<file path="src/hdl/jtsd_reset.sv">
// Board reset generation
`timescale 1ns/1ps

module jtsd_reset #(
    parameter int RST_CYCLES = 16
)(
    input  logic clk_rom,
    input  logic arst_n,
    input  logic pll_locked,
    input  logic rst_req,
    input  logic sdram_init,
    output logic rst,
    output logic game_rst
);

    localparam int CW = $clog2(RST_CYCLES);

    logic [1:0]    pll_s;
    logic [1:0]    req_s;
    logic [CW-1:0] cnt;
    logic          hold;

    // Either source restarts the stretch
    assign hold = !pll_s[1] || req_s[1];

    always_ff @(posedge clk_rom or negedge arst_n) begin
        if (!arst_n) begin
            pll_s    <= '0;
            req_s    <= '0;
            cnt      <= '0;
            rst      <= 1'b1;
            game_rst <= 1'b1;
        end else begin
            pll_s    <= {pll_s[0], pll_locked};
            req_s    <= {req_s[0], rst_req};
            // Game logic waits for the SDRAM to be usable
            game_rst <= rst | sdram_init;
            if (hold) begin
                cnt <= '0;
                rst <= 1'b1;
            end else if (cnt == CW'(RST_CYCLES - 1)) begin
                rst <= 1'b0;
            end else begin
                cnt <= cnt + 1'b1;
            end
        end
    end

endmodule

</file>
<file path="config.mk">
export PLATFORM = sky130hd
export DESIGN_NAME = jtsd_reset
export DESIGN_NICKNAME = d
export VERILOG_FILES = /design/src/hdl/jtsd_reset.sv
export SDC_FILE = /design/constraint.sdc
export NUM_CORES = 1
export LEC_CHECK = 0
export ABC_AREA = 1
export BUFFER_PORTS_ARGS = -buffer_cell sky130_fd_sc_hd__buf_2
export CORE_AREA = 5 5 42 44
export CTS_CLUSTER_DIAMETER = 30
export DETAILED_ROUTE_END_ITERATION = 16
export DIE_AREA = 0 0 47 49
export SLEW_MARGIN = 20
export SYNTH_ARGS = -nofsm -noshare
export SYNTH_HDL_FRONTEND = slang
export SYNTH_SLANG_ARGS = --single-unit
</file>
<file path="constraint.sdc">
create_clock -name clk_rom -period 1 [get_ports clk_rom]
set_input_delay 0.15 -clock clk_rom [delete_from_list [all_inputs] [get_ports clk_rom]]
set_output_delay 0.15 -clock clk_rom [all_outputs]
set_load 0.01 [all_outputs]
</file>
==> out/qor.yml, run 1 <==
global_route:
  grt_max_degree: 11
  grt_overflow: 0
  grt_pass1_wl_um: 1080
  grt_pass1_vias: 281
  track_usage_pct: 6.56
  antenna_found_initial: 0
timing:
  slew_headroom_pct: 84.8
  max_slew.worst_pin.slew_ns: 0.228
  fin_skew_ns: 0.000270
  finalSetupViolations: 2
  rsz0062_at_grt: "true"
  setup_slack_ns: -0.0448
  fin_crit_ns: 1.04
  hold_viol: 0
  finalCritPeriodShare_pct: 104
  drv_slew: 0
  fmax_mhz: 957
  setup_tns_ns: -0.0695
finish:
  regArea_um2: 253
  fin_nets: 60
  drive_gt1_share_pct: 37.7
  fillers: 131
  final_util_pct: 40.4
  synthToLayoutAreaGrowth_pct: 45.3
  multi_input_area_um2: 150
  antenna_cells: 0
synth:
  ys_ff_latch: 10
  syn_nets: 43
  synth_warnings: 0
  ys_seq_area_share_pct: 65.0
  avgSynthCellArea_um2: 10.5
  synth.distinct_cells: 13
  yosys-top-cells-area: "dfrtp_1 51%, dfstp_2 14%, nand2_1 11%"
  netlist_area_um2: 389
  yosysTopAreaCellShare_pct: 51.4
  syn_inst: 37
  yosysTopAreaCell: "dfrtp_1"
critical_path:
  start_kind: "register"
  cp.depth: 1
  critPathTopFamily: "flip-flops"
  reg2reg_depth: 5
  cp_slowest_cell: "dfstp_2"
  path_buf_inv: 1
  crit_arrival_ns: 0.89
  path_cells: "buf_6"
  required_ns: 0.85
  worstPathMaxFanout: 2
  crit_path_end_kind: "output pin"
  crit_type: "reg -> out"
  slowest_delay_ns: 0.54
power:
  leakage_uw: 0.000270
  design_power_total_uw: 826
  p_switching_uw: 164
  vdd_drop_max_v: 0.000793
  switching_share_pct: 19.8
  p_comb_share_pct: 5.6
  p_per_area_nw_per_um2: 1460
  p_seq_share_pct: 51.4
  internal_power_uw: 662
  clkPwrFrac_pct: 42.9
detailed_routing:
  vias: 280
  via_per_inst: 4.06
  drt-total-wl_um: 609
  firstDrtPassIters: 3
  ant_nets: 0
  drc_errors: 0
  route.detailed.wl_per_inst_um: 8.83
  drtIter0Drc: 4
clock_network:
  cts_buffers: 3
  cts_tree: "done"
  clkTransAtPathRegs_ns: 0.07
  cts_root_buffer: "clkbuf_4"
  worstSkewPairLatency_ns: 0.26
  h-tree-depth: 1
  cts_max_path_buffers: 2
  cts.sinks: 10
placement:
  dp_hpwl_um: 461
  place_congestion: 0.635
  port_buffers: 6
  pre_cts_ws_ns: 0.0130
die:
  num_rows: 14
  core-area_um2: 1400
  die_h_um: 49
  initial_utilization_pct: 27.8
  ios: 7
  die_w_um: 47
  die_area_um2: 2300
run_status:
  outcome: "finished, violations left"
  violations: "negative setup slack"
worst_hold_path:
  hp-class: "in -> reg"
  worstHoldPathCells: 2
run:
  drv_cap: 0
[power groups by stage]
stage / Sequential, µW / Combinational (µW) / Clock [µW]
after floorplan: 430 / 13.1 / 0
after global placement: 430 / 36.3 / 0
after detailed placement: 431 / 36.3 / 0
after CTS: 423 / 45.4 / 369
after global routing: 426 / 53.5 / 386
final: 425 / 46.7 / 355
[layer usage]
layer	share of wire, %	global-route usage (%)
met5	0	0
met4	0	4.15
met3	5.7	2.21
met2	48	8.37
met1	47	9.13
[cells by family (layout without fill, tap and decap cells)]
family                   count (synthesis)  count (layout)  share of synthesized area, %
AO/OA/AOI/OAI                            1               1                          1.28
adder cells (fa/ha/maj)                  1               1                          3.21
buffers and inverters                    3              19                          2.89
flip-flops                              10              10                          65.0
AND/OR/NAND/NOR                         22              22                          27.7
[worst paths after layout]
kind	slack [ns]	end	from
max in group asynchronous	0.47	rst	arst_n
worst min register to register	0.35	pll_s[1]	pll_s[0]
worst max-delay path	-0.04	rst	rst
worst min-delay path	0.08	game_rst	sdram_init
min in group asynchronous	0.27	req_s[0]	arst_n
worst max register to register	0.04	cnt[3]	cnt[1]
[flip-flops by register name, summed over array words and instances (netlist names)]
register  flops
req_s         2
cnt           4
rst           1
pll_s         2
game_rst      1
[repair_timing]
item | 4_1_cts | 5_1_grt
endpoints found under the setup margin | 2 | 5
buffers inserted | 1 | 0
gates resized for setup | 2 | 4
hold buffers | 3 | 0
endpoints found under the hold margin | 12 | 0
pin swaps | 0 | 1
[synth_stat cells, drive strengths merged]
master / number
nand2: 11
dfrtp: 8
nor2: 6
inv: 3
nand3: 3
dfstp: 2
ha: 1
nand3b: 1
o21ai: 1
or2: 1
[cell type report]
cell class | count | share of cell area (%)
repair buffers | 12 | 16.8
clock buffers | 4 | 6.42
flip-flops and latches | 10 | 44.7
inverters | 3 | 1.99
well taps | 16 | 3.54
multi-input cells | 24 | 26.5
[layout by cell type, fill, tap and decap left out, drive strengths merged]
master and n:
nand2 11, buf 9, dfrtp 8, nor2 6, clkbuf 4, inv 3, dlygate4sd3 3, nand3 3
dfstp 2, or2 1, nand3b 1, o21ai 1, ha 1
[stage by stage]
stage               hold slack (ns)  cells  cell area, µm²
CTS                          0.0684     69             541
global placement             0.0208     61             454
finish                       0.0782     69             566
detailed placement           0.0198     61             454
floorplan                    -0.146     37             389
global route                 0.0614     69             566
Power figures use the tool's default switching activity.
==> inputs of run 2 (changes only) <==
--- a/config.mk
+++ b/config.mk
@@ -11,6 +11,7 @@
 export CTS_CLUSTER_DIAMETER = 30
 export DETAILED_ROUTE_END_ITERATION = 16
 export DIE_AREA = 0 0 47 49
+export SKIP_CTS_REPAIR_TIMING = 1
 export SLEW_MARGIN = 20
 export SYNTH_ARGS = -nofsm -noshare
 export SYNTH_HDL_FRONTEND = slang
==> run 2 against run 1 <==
- the flow still finishes with violations (negative setup slack)
- via count down 1.1%
- critical endpoint unchanged
- combinational power about the same
- global-route usage down 0.50 points
- register-to-register slack about the same
- critical path type unchanged
- wire length down 0.66%
- total power about the same
- first-iteration DRC count down 25%
- cell area down 1.3%
==> out/qor.yml, run 2 (synthesis gave the netlist of run 1 again) <==
run_status:
  outcome: "finished, violations left"  # unchanged
  violations: "negative setup slack"  # unchanged
finish:
  largest_register_ffs: 4  # unchanged
  regArea_um2: 253  # unchanged
  antenna_cells: 0  # unchanged
  regMostFlops: "cnt"  # unchanged
  multi_input_area_um2: 150  # unchanged
  reg_top3: "cnt: 4 flops, pll_s: 2 flops, req_s: 2 flops"  # unchanged
  fin_nets: 59  # was 60
  most-common-layout-cells: "11 x nand2_1, 8 x dfrtp_1, 4 x nor2_1, 4 x buf_2"  # unchanged
  synthToLayoutAreaGrowth_pct: 43.4  # was 45.3%
  fillers: 131  # unchanged
  drive_gt1_share_pct: 36.5  # was 37.7%
  final_common_cell: "nand2_1"  # unchanged
  final_area_um2: 558  # was 566 µm²
placement:
  dpl_cell_area_um2: 454  # unchanged
  place_congestion: 0.635  # unchanged
  port_buffers: 6  # unchanged
  dp_hpwl_um: 461  # unchanged
global_route:
  grt_overflow: 0  # unchanged
  grt_pass1_wl_um: 1010  # was 1080 µm
  grt_max_degree: 11  # unchanged
  track_usage_pct: 6.06  # was 6.56%
  antenna_found_initial: 0  # unchanged
  grt_pass1_vias: 263  # was 281
clock_network:
  cts_buffers: 3  # unchanged
  cts_max_path_buffers: 2  # unchanged
  cts_root_buffer: "clkbuf_4"  # unchanged
  h-tree-depth: 1  # unchanged
  worstSkewPairLatency_ns: 0.26  # about the same
  cts.sinks: 10  # unchanged
  clkTransAtPathRegs_ns: 0.07  # about the same
  cts_tree: "done"  # unchanged
critical_path:
  start_kind: "register"  # unchanged
  cp_slowest_cell: "dfstp_2"  # unchanged
  path_cells: "buf_6"  # unchanged
  worstPathMaxFanout: 3  # was 2
  crit_type: "reg -> out"  # unchanged
  required_ns: 0.85  # about the same
  crit_path_end_kind: "output pin"  # unchanged
  critPathTopFamily: "flip-flops"  # unchanged
  slowest_delay_ns: 0.55  # was 0.54 ns
  path_buf_inv: 1  # unchanged
  crit_arrival_ns: 0.91  # was 0.89 ns
timing:
  finalCritPeriodShare_pct: 106  # was 104%
  drv_slew: 0  # unchanged
  fin_skew_ns: 0.000278  # was 0.000270 ns
  fmax_mhz: 946  # was 957 MHz
  hold_viol: 0  # unchanged
  whs_ns: 0.0780  # was 0.0782 ns
  finalSetupViolations: 2  # unchanged
  rsz0062_at_grt: "true"  # unchanged
  max_slew.worst_pin.slew_ns: 0.228  # about the same
  fin_crit_ns: 1.06  # was 1.04 ns
  slew_headroom_pct: 84.8  # about the same
  setup_slack_ns: -0.0569  # was -0.0448 ns
run:
  drv_cap: 0  # unchanged
die:
  die_h_um: 49  # unchanged
  initial_utilization_pct: 27.8  # unchanged
  ios: 7  # unchanged
  num_rows: 14  # unchanged
  die_w_um: 47  # unchanged
  die_area_um2: 2300  # unchanged
  core-area_um2: 1400  # unchanged
detailed_routing:
  ant_nets: 0  # unchanged
  drc_errors: 0  # unchanged
  via_per_inst: 4.07  # was 4.06
  route.detailed.wl_per_inst_um: 8.90  # was 8.83 µm
  firstDrtPassIters: 3  # unchanged
  drt-total-wl_um: 605  # was 609 µm
  drtIter0Drc: 3  # was 4
  vias: 277  # was 280
power:
  p_per_area_nw_per_um2: 1480  # was 1460 nW/µm²
  vdd_drop_max_v: 0.000795  # was 0.000793 V
  leakage_uw: 0.000266  # was 0.000270 µW
worst_hold_path:
  hp-class: "in -> reg"  # unchanged
## run 2: changes by cell type in the layout (fill, tap and decap cells not counted)
cell   before  now
buf_4       3    2
## run 2: worst paths after layout
| kind | startpoint | end | slack [ns] | cells after the start |
|---|---|---|---|---|
| max in group asynchronous | arst_n | rst | 0.47 | 2 |
| min reg2reg | pll_s[0] | pll_s[1] | 0.35 | 0 |
| min in group asynchronous | arst_n | req_s[0] | 0.27 | 2 |
| min | sdram_init | game_rst | 0.08 | 2 |
| max reg2reg | cnt[1] | cnt[3] | 0.04 | 5 |
| max | rst | rst | -0.06 | 1 |
## run 2: routing by layer
layer	share of wire, %	track usage (%)	wire, µm
met2	47	7.92	287
met5	0	0	0
met1	46	7.99	281
met3	5.8	2.21	35
met4	0	4.15	0
## run 2: area by class of cell
cell class / count / share of cell area, %
clock buffers: 4 / 6.50
inverters: 3 / 2.02
flip-flops and latches: 10 / 45.3
repair buffers: 11 / 15.7
multi-input cells: 24 / 26.9
well taps: 16 / 3.59
## run 2: where the power goes
group	internal, µW	leakage, µW	total (µW)	switching (µW)
combinational	25.0	0.000123	46.7	21.6
clock	221	0.0000210	355	134
sequential	417	0.000122	425	8.01
## run 2: through the flow
stage                     setup TNS (ns)  worst slack (ns)  total power (µW)  utilization, %  cells
final                            -0.0821           -0.0569               827            39.8     68
after global routing              -0.177           -0.0951               866            39.8     68
after floorplan                        0            0.0423               443               -     37
after detailed placement               0            0.0130               467            32.4     61
after CTS                         -0.128           -0.0795               829            35.0     65
after global placement                 0            0.0335               466            32.4     61
