File: src/hdl/jtsd_sdram_pkg.sv
// SDRAM geometry and command set
package jtsd_sdram_pkg;

    // 16-bit device, 4 banks of 8192 rows by 512 columns
    localparam int ROW_W  = 13;
    localparam int COL_W  = 9;
    localparam int BANK_W = 2;
    localparam int DQ_W   = 16;

    // Timing in clk_rom cycles
    localparam int T_RCD   = 2;
    localparam int CAS_LAT = 2;
    localparam int T_RP    = 2;
    localparam int T_RFC   = 7;

    // Encoded as {nRAS, nCAS, nWE} with nCS low
    typedef enum logic [2:0] {
        NOP       = 3'b111,
        ACTIVE    = 3'b011,
        READ      = 3'b101,
        WRITE     = 3'b100,
        PRECHARGE = 3'b010,
        REFRESH   = 3'b001,
        LOAD_MODE = 3'b000
    } sdram_cmd_e;

    // Sequencer states, RFSH_WAIT covers the auto-refresh time
    typedef enum logic [3:0] {
        INIT_WAIT,
        INIT_PRECH,
        INIT_RFSH,
        INIT_MODE,
        IDLE,
        ACTIVATE,
        ACCESS,
        RECOVER,
        RFSH_WAIT
    } ctrl_state_e;

endpackage

File: src/hdl/jtsd_board_pkg.sv
// Bank port sharing definitions
package jtsd_board_pkg;

    // One requester per SDRAM bank
    localparam int NPORTS = 4;

    typedef logic [$clog2(NPORTS)-1:0] port_idx_t;

endpackage

File: src/hdl/jtsd_arbiter.sv
// Round-robin arbiter for the bank ports
`timescale 1ns/1ps

module jtsd_arbiter #(
    parameter int AW = 22
)(
    input  logic                              clk_rom,
    input  logic                              arst_n,
    input  logic [jtsd_board_pkg::NPORTS-1:0] req,
    input  logic [AW-1:0]                     ba0_addr,
    input  logic [AW-1:0]                     ba1_addr,
    input  logic [AW-1:0]                     ba2_addr,
    input  logic [AW-1:0]                     ba3_addr,
    input  logic                              wr0,
    input  logic [jtsd_sdram_pkg::DQ_W-1:0]   din,
    input  logic [jtsd_sdram_pkg::DQ_W/8-1:0] din_m,
    input  logic                              idle,
    input  logic                              ctrl_ack,
    input  logic                              ctrl_dok,
    input  logic                              ctrl_rdy,
    output logic                              start,
    output logic [AW-1:0]                     addr,
    output jtsd_board_pkg::port_idx_t         bank,
    output logic                              we,
    output logic [jtsd_sdram_pkg::DQ_W-1:0]   wdata,
    output logic [jtsd_sdram_pkg::DQ_W/8-1:0] wmask,
    output logic [jtsd_board_pkg::NPORTS-1:0] gnt_ack,
    output logic [jtsd_board_pkg::NPORTS-1:0] gnt_dok,
    output logic [jtsd_board_pkg::NPORTS-1:0] gnt_rdy
);
    import jtsd_board_pkg::*;

    logic [AW-1:0]     port_addr [NPORTS];
    port_idx_t         owner;
    port_idx_t         winner;
    logic              found;
    logic              active;
    logic              grant;
    logic [NPORTS-1:0] owner_oh;

    assign port_addr[0] = ba0_addr;
    assign port_addr[1] = ba1_addr;
    assign port_addr[2] = ba2_addr;
    assign port_addr[3] = ba3_addr;

    // One access in flight, so the controller must also be free
    assign grant = idle && !active && found;

    // The bank number is the port number
    assign bank     = owner;
    assign owner_oh = NPORTS'(1) << owner;
    assign gnt_ack  = owner_oh & {NPORTS{ctrl_ack}};
    assign gnt_dok  = owner_oh & {NPORTS{ctrl_dok}};
    assign gnt_rdy  = owner_oh & {NPORTS{ctrl_rdy}};

    // Search starts after the last winner
    always_comb begin
        port_idx_t cand;
        found  = 1'b0;
        winner = owner;
        for (int k = 1; k <= NPORTS; k++) begin
            cand = port_idx_t'(owner + k);
            if (!found && req[cand]) begin
                found  = 1'b1;
                winner = cand;
            end
        end
    end

    always_ff @(posedge clk_rom or negedge arst_n) begin
        if (!arst_n) begin
            start  <= 1'b0;
            active <= 1'b0;
            owner  <= port_idx_t'(NPORTS - 1);
        end else begin
            start <= grant;
            if (grant) begin
                active <= 1'b1;
                owner  <= winner;
            end else if (ctrl_rdy) begin
                active <= 1'b0;
            end
        end
    end

    // Held stable for the controller until the next grant
    always_ff @(posedge clk_rom) begin
        if (grant) begin
            addr  <= port_addr[winner];
            we    <= wr0 && (winner == '0);
            wdata <= din;
            wmask <= din_m;
        end
    end

endmodule

File: config.mk
export PLATFORM = sky130hd
export DESIGN_NAME = jtsd_arbiter
export DESIGN_NICKNAME = d
export VERILOG_FILES = /design/src/hdl/jtsd_sdram_pkg.sv /design/src/hdl/jtsd_board_pkg.sv /design/src/hdl/jtsd_arbiter.sv
export SDC_FILE = /design/constraint.sdc
export NUM_CORES = 1
export LEC_CHECK = 0
export ABC_CLOCK_PERIOD_IN_PS = 8700
export CAP_MARGIN = 25
export CORE_MARGIN = 2
export CORE_UTILIZATION = 50
export CTS_BUF_LIST = sky130_fd_sc_hd__clkbuf_2 sky130_fd_sc_hd__clkbuf_4 sky130_fd_sc_hd__clkbuf_8
export DETAILED_ROUTE_END_ITERATION = 8
export DONT_BUFFER_PORTS = 1
export PLACE_DENSITY = 0.76
export SLEW_MARGIN = 0
export SYNTH_ARGS = -nofsm -noshare
export SYNTH_HDL_FRONTEND = slang
export SYNTH_SLANG_ARGS = --single-unit
File: constraint.sdc
create_clock -name clk_rom -period 8.7 [get_ports clk_rom]
set_input_delay 0.435 -clock clk_rom [delete_from_list [all_inputs] [get_ports clk_rom]]
set_output_delay 0.435 -clock clk_rom [all_outputs]
set_load 0.05 [all_outputs]
==> results.yml, run 1 <==
run_status:
  outcome: "complete, no violations"
routing:
  dr.pass1.iters: 5
  drc: 0
  met3_length_um: 1230
  route.met2.wl_um: 4500
  antenna_left: 0
  top_layer: "met4"
  wl_met1_um: 4100
  vias: 3261
  vias_per_cell: 6.51
  drtIter0Drc: 355
  wl_um: 9950
  wl_per_cell_um: 19.9
final_layout:
  drive_gt1_share_pct: 7.46
  final_common_cell: "nand2_1"
  syn_to_final_growth_pct: 4.28
  utilization_pct: 53.3
  multi_input_area_sq_mm: 0.00214
  diodes: 0
  fillers: 685
  layout_common_cells: "nand2_1 (134), a22oi_1 (44), edfxtp_1 (41), mux2i_1 (25), nor2_1 (24)"
  layout.nets: 522
  final_cells: 501
  seqCellArea_sq_mm: 0.00134
power:
  seqPwrFrac_pct: 31.8
  p_switching_mw: 1.12
  p_total_mw: 2.04
  combPwrFrac_pct: 60.6
  p_int_mw: 0.918
  sw_frac_of_total_pct: 54.9
  pwr-share-clk_pct: 7.6
  ir_drop_mv: 0.399
  p_leak_nw: 1.46
  power_density_mw_per_mm2: 530
floorplanning:
  rows: 31
  die_area_sq_mm: 0.00808
  fp.dieH_um: 89.9
  core_sq_mm: 0.00721
  ios: 173
  initial_core_util_pct: 51.1
  die_w_um: 89.9
clock_network:
  cts_tree: "done"
  clk_path_buf_depth: 2
  ctsHoldBuffers: 1
  post-cts-setup-buffers: 0
  clkTransAtPathRegs_ns: 0.08
  cts_buffers: 5
  clock_latency_ns: 0.29
  h-tree-depth: 2
  cts_resized: 0
  clockRootBuffer: "clkbuf_8"
  cts_num_sinks: 45
hold_path:
  hold_class: "input port to register"
critical_path:
  path_max_fanout: 103
  cp_slowest_cell: "dfstp_4"
  end_kind: "register"
  start_kind: "register"
  cp.arrival_ns: 3.87
  critPathMaxStageDelay_ns: 0.74
  path_class: "register to register"
  cp.required_ns: 8.84
  worstPathCellList: "buf_16 -> inv_2 -> ha_1 -> mux4_2 -> nand2b_2 -> buf_12 -> nor3_1 -> o31ai_4 -> buf_4 -> mux2i_1"
synth:
  synth.distinct_cells: 38
  ys_seq_elements: 45
  yosysSeqAreaShare_pct: 36.2
  yosysTopAreaCell: "edfxtp_1"
  yosys-top-cells-area: "edfxtp_1 (33%), nand2_1 (14%), a22oi_1 (9.0%)"
  syn_avg_cell_area_sq_um: 8.52
  netlist_area_sq_mm: 0.00369
  synth_enable_flop_cells: 41
  synth_fp_nets: 554
  yosys_warnings: 0
  synth-main-ff-cell: "edfxtp_1"
  synthArstFlopShare_pct: 8.89
  yosys.area.top_type_share_pct: 33.4
  synthCells: 433
global_routing:
  antenna_found_initial: 0
  grt_pass1_vias: 2827
  track_usage_pct: 23.8
  grt_pass1_wl_um: 15600
  grt_max_degree: 106
  grt_overflow: 0
place:
  dp.cells: 488
  place_congestion: 0.832
  dp_hpwl_um: 6680
  port_buffers: 0
timing:
  holdWs_ns: 0.231
  final.min_clock_period_ns: 3.73
  rsz0062_at_grt: "no"
  clock.fmax_mhz: 268
  worst_pin_slew_ns: 0.988
  final_hold_viol_count: 0
  timing.slew.headroom_pct: 34.1
  min_period_over_period_pct: 42.9
  setup_tns_ns: 0
  finalMaxSlewViolations: 0
  final.setup_skew_ns: 0.00483
  setup_violations: 0
job:
  cap_viol_max_count: 0
-- power groups by stage --
stage,sequential [mW],combinational [mW],clock [mW]
after detailed placement,0.720,1.10,0
after floorplan,0.633,1.01,0
final,0.648,1.23,0.154
after global routing,0.654,1.36,0.166
after CTS,0.716,1.10,0.156
after global placement,0.716,1.06,0
-- sequential cells by signal, indices dropped and copies added, names as in the netlist --
| register | cells |
|---|---|
| addr | 22 |
| wdata | 16 |
| bank | 2 |
| wmask | 2 |
| active | 1 |
| start | 1 |
| we | 1 |
-- cells by family after synthesis --
group,synth area share (%)
adder cells (fa/ha/maj),1.36
AO/OA/AOI/OAI,21.1
AND/OR/NAND/NOR,25.7
XOR/XNOR,0.475
buffers and inverters,5.97
multiplexers,9.23
flip-flops,36.2
-- per-layer routing --
metal,GRT usage (%),vias to the layer above
li1,-,1535
met1,33.7,1548
met2,35.9,168
met3,8.13,10
met4,4.23,0
met5,0,-
-- worst max-delay path, delay by kind of cell, from the launching register on --
family | cells | cell delay, ns
muxes | 2 | 0.62
and+or+nand+nor | 2 | 0.40
buffers and inverters | 4 | 1.10
DFF | 1 | 0.74
adders and majority gates | 1 | 0.43
AOI/OAI and AO/OA | 1 | 0.25
-- stage by stage --
step	worst slack [ns]	cell area [sq um]
finish	4.97	3840
global route	4.73	3840
CTS	4.34	3760
detailed placement	4.36	3640
global placement	4.53	3640
floorplan	4.02	3690
-- final cells by class --
class	count	share of cell area [%]
clock inverter	3	1.07
multi-input combinational	337	55.7
clock buffer	5	1.79
timing repair buffer	8	2.99
inverter	4	0.390
sequential	45	34.8
tap	99	3.22
-- final timing paths --
path	to	slack, ns	depth (start not counted)	start
max in group asynchronous	bank[1]	8.07	1	arst_n
worst min-delay path	wdata[13]	0.23	0	din[13]
worst max register to register	addr[20]	4.97	10	bank[0]
worst min register to register	active	0.52	1	active
min in group asynchronous	start	0.40	1	arst_n
worst max-delay path	addr[20]	4.97	10	bank[0]
-- cell usage after synthesis, types with 2 or more instances --
| master | count |
|---|---|
| and4_1 | 22 |
| xnor2_1 | 2 |
| a22oi_1 | 44 |
| inv_1 | 3 |
| ha_1 | 4 |
| buf_6 | 3 |
| nor2_1 | 24 |
| mux4_2 | 3 |
| and2_1 | 12 |
| a211oi_1 | 22 |
| a311oi_1 | 22 |
| a211oi_2 | 2 |
| dfrtp_1 | 2 |
| mux2i_1 | 25 |
| edfxtp_1 | 41 |
| buf_2 | 5 |
| nand2b_1 | 3 |
| dfstp_2 | 2 |
| nand2_1 | 134 |
| mux2_2 | 2 |
| clkbuf_1 | 39 |
No activity file was read; power rests on OpenSTA's default activity.
==> run 2: changes to the inputs <==
--- a/config.mk
+++ b/config.mk
@@ -5,7 +5,8 @@
 export SDC_FILE = /design/constraint.sdc
 export NUM_CORES = 1
 export LEC_CHECK = 0
-export ABC_CLOCK_PERIOD_IN_PS = 8700
+export ABC_AREA = 1
+export ABC_CLOCK_PERIOD_IN_PS = 3450
 export CAP_MARGIN = 25
 export CORE_MARGIN = 2
 export CORE_UTILIZATION = 50
==> constraint.sdc (replaced) <==
create_clock -name clk_rom -period 3.45 [get_ports clk_rom]
set_input_delay 0.1725 -clock clk_rom [delete_from_list [all_inputs] [get_ports clk_rom]]
set_output_delay 0.1725 -clock clk_rom [all_outputs]
set_load 0.05 [all_outputs]
==> run 2 against run 1 <==
  * Fmax grew 30%
  * Clock skew up 0.0037 ns
  * Count of clock-buffer cells in the layout stayed put
  * Critical path type unchanged
  * Highest routed layer unchanged
  * Utilization up 3.0 points
==> results.yml, run 2 <==
clock_network:
  ctsHoldBuffers: 20
  clk_path_buf_depth: 2
  h-tree-depth: 2
  cts_resized: 0
  post-cts-setup-buffers: 0
  cts_num_sinks: 45
  cts_tree: "done"
  clkTransAtPathRegs_ns: 0.08
  clock_latency_ns: 0.29
  cts_buffers: 5
  clockRootBuffer: "clkbuf_8"
synth:
  synth.area.mux_share_pct: 0
  synth_top_family_by_area: "simple AND/OR/NAND/NOR gates"
  synthArstFlopShare_pct: 8.89
  synth_enable_flop_cells: 41
  yosys.area.top_type_share_pct: 39.5
  synth.distinct_cells: 22
  yosys-top-cells-area: "edfxtp_1 (39%), nand3_1 (19%), inv_1 (14%)"
  synth-simple-area-share_pct: 35.3
  synthCells: 414
  synth_most_common_cell: "nand3_1"
  synth_fa_ha_area_share_pct: 1.61
  netlist_area_sq_mm: 0.00312
  syn_avg_cell_area_sq_um: 7.53
  yosysTopAreaCell: "edfxtp_1"
  yosys_warnings: 0
  yosysSeqAreaShare_pct: 42.8
  synth_commonest_cells: "nand3_1 (121), inv_1 (113), nand2_1 (77), edfxtp_1 (41), nand2_2 (13)"
  synthXorXnorAreaFrac_pct: 0
  synth_compound_area_share_pct: 1.16
  synth-main-ff-cell: "edfxtp_1"
  ys_seq_elements: 45
  synth_fp_nets: 535
floorplanning:
  fp.dieH_um: 83.0
  die_w_um: 83.0
  ios: 173
  rows: 28
  die_area_sq_mm: 0.00688
  initial_core_util_pct: 52.0
  core_sq_mm: 0.00599
routing:
  wl_um: 8510
  vias_per_cell: 5.57
  drc: 0
  drtIter0Drc: 205
  wl_per_cell_um: 17.0
  dr.pass1.iters: 5
  vias: 2783
  antenna_left: 0
timing:
  finalMaxSlewViolations: 0
  clock.fmax_mhz: 349
  setup_tns_ns: 0
  final_hold_viol_count: 0
  worst_pin_slew_ns: 0.954
  min_period_over_period_pct: 83.1
  timing.slew.headroom_pct: 36.2
  rsz0062_at_grt: "no"
  final.min_clock_period_ns: 2.87
  setup_violations: 0
  final.setup_skew_ns: 0.00849
global_routing:
  grt_pass1_wl_um: 13300
  track_usage_pct: 24.0
  grt_max_degree: 46
  grt_overflow: 0
  grt_pass1_vias: 2714
  antenna_found_initial: 0
final_layout:
  fillers: 550
  syn_to_final_growth_pct: 8.23
  diodes: 0
  layout_common_cells: "nand3_1 (121), inv_1 (112), nand2_1 (77), edfxtp_1 (41), dlygate4sd3_1 (20)"
  largest_reg_flops: 22
  final_common_cell: "nand3_1"
  utilization_pct: 56.3
  drive_gt1_share_pct: 9.18
  top_regs: "addr x22, wdata x16"
  layout.nets: 545
  max_flop_register: "addr"
run_status:
  outcome: "complete, no violations"
critical_path:
  path_max_fanout: 22
  r2r_start: "bank[0]"
  end_kind: "register"
  start_kind: "register"
  startpoint: "bank[0]"
  cp.required_ns: 3.61
  cp.arrival_ns: 3.03
  path_class: "register to register"
hold_path:
  hold_class: "input port to register"
  hold_start: "idle"
place:
  dp_hpwl_um: 6260
  place_congestion: 0.819
  port_buffers: 0
job:
  cap_viol_max_count: 0
-- run 2: cell types whose count changed after synthesis, moves of 22 or more --
| cell | delta |
|---|---|
| and4_1 | -22 |
| mux2i_1 | -25 |
| a22oi_1 | -44 |
| nor2_1 | -22 |
| a311oi_1 | -22 |
| inv_1 | +110 |
| clkbuf_1 | -39 |
| a211oi_1 | -22 |
| nand2_1 | -57 |
| nand3_1 | +120 |
-- run 2: per-stage QoR --
stage | setup WS (ns) | std cells | area (sq um) | hold slack, ns
after floorplan | 0.867 | 414 | 3120 | -0.123
after global placement | 0.740 | 472 | 3090 | -0.123
after detailed placement | 0.634 | 472 | 3090 | -0.123
after CTS | 0.619 | 500 | 3370 | 0.0779
after global routing | 0.442 | 500 | 3370 | 0.107
final | 0.581 | 500 | 3370 | 0.0937
-- run 2: kinds of logic (layout without fill, tap and decap cells) --
family | Yosys count | after routing
adder cells (fa/ha/maj) | 4 | 4
buffers and inverters | 136 | 147
AO/OA/AOI/OAI | 5 | 5
AND/OR/NAND/NOR | 224 | 224
flip-flops | 45 | 45
-- run 2: layer usage --
layer  share of wire [%]  wire length, um  global-route usage [%]  vias to the layer above
met5                   0                0                       0                        -
met4                 2.4              206                    7.60                        0
met2                  50             4300                    41.9                      172
met3                 8.6              729                    5.47                       19
li1                    -                -                       -                     1302
met1                  39             3280                    29.2                     1290
-- run 2: worst max-delay path, stage by stage, from the launching register on --
cell	delay, ns
dfstp_2	0.55
inv_2	0.11
ha_1	0.38
inv_1	0.11
nand3_1	0.10
nand2_1	0.07
nor2_2	0.14
nand3_1	0.67
nand3_1	0.36
nand3_1	0.13
nand2_1	0.12
-- run 2: cell type report --
type | count | area (sq um) | share of cell area (%)
Clock buffer | 5 | 68.8 | 2.04
Clock inverter | 3 | 17.5 | 0.519
Inverter | 116 | 438 | 13.0
Multi-Input combinational cell | 233 | 1190 | 35.2
Sequential cell | 45 | 1330 | 39.5
Tap cell | 75 | 93.8 | 2.78
Timing Repair Buffer | 23 | 235 | 6.97
-- run 2: path summary, 6_finish.rpt --
path / to / slack, ns / cells past startpoint
worst max-delay path: addr[10] / 0.58 / 10
worst min-delay path: active / 0.09 / 2
worst max register to register: addr[10] / 0.58 / 10
worst min register to register: active / 0.54 / 2
max in group asynchronous: bank[1] / 3.05 / 1
min in group asynchronous: active / 0.16 / 1
Power of run 2 is not shown: default switching activity piles up to over one toggle a cycle in this logic, so the estimate is an artifact.
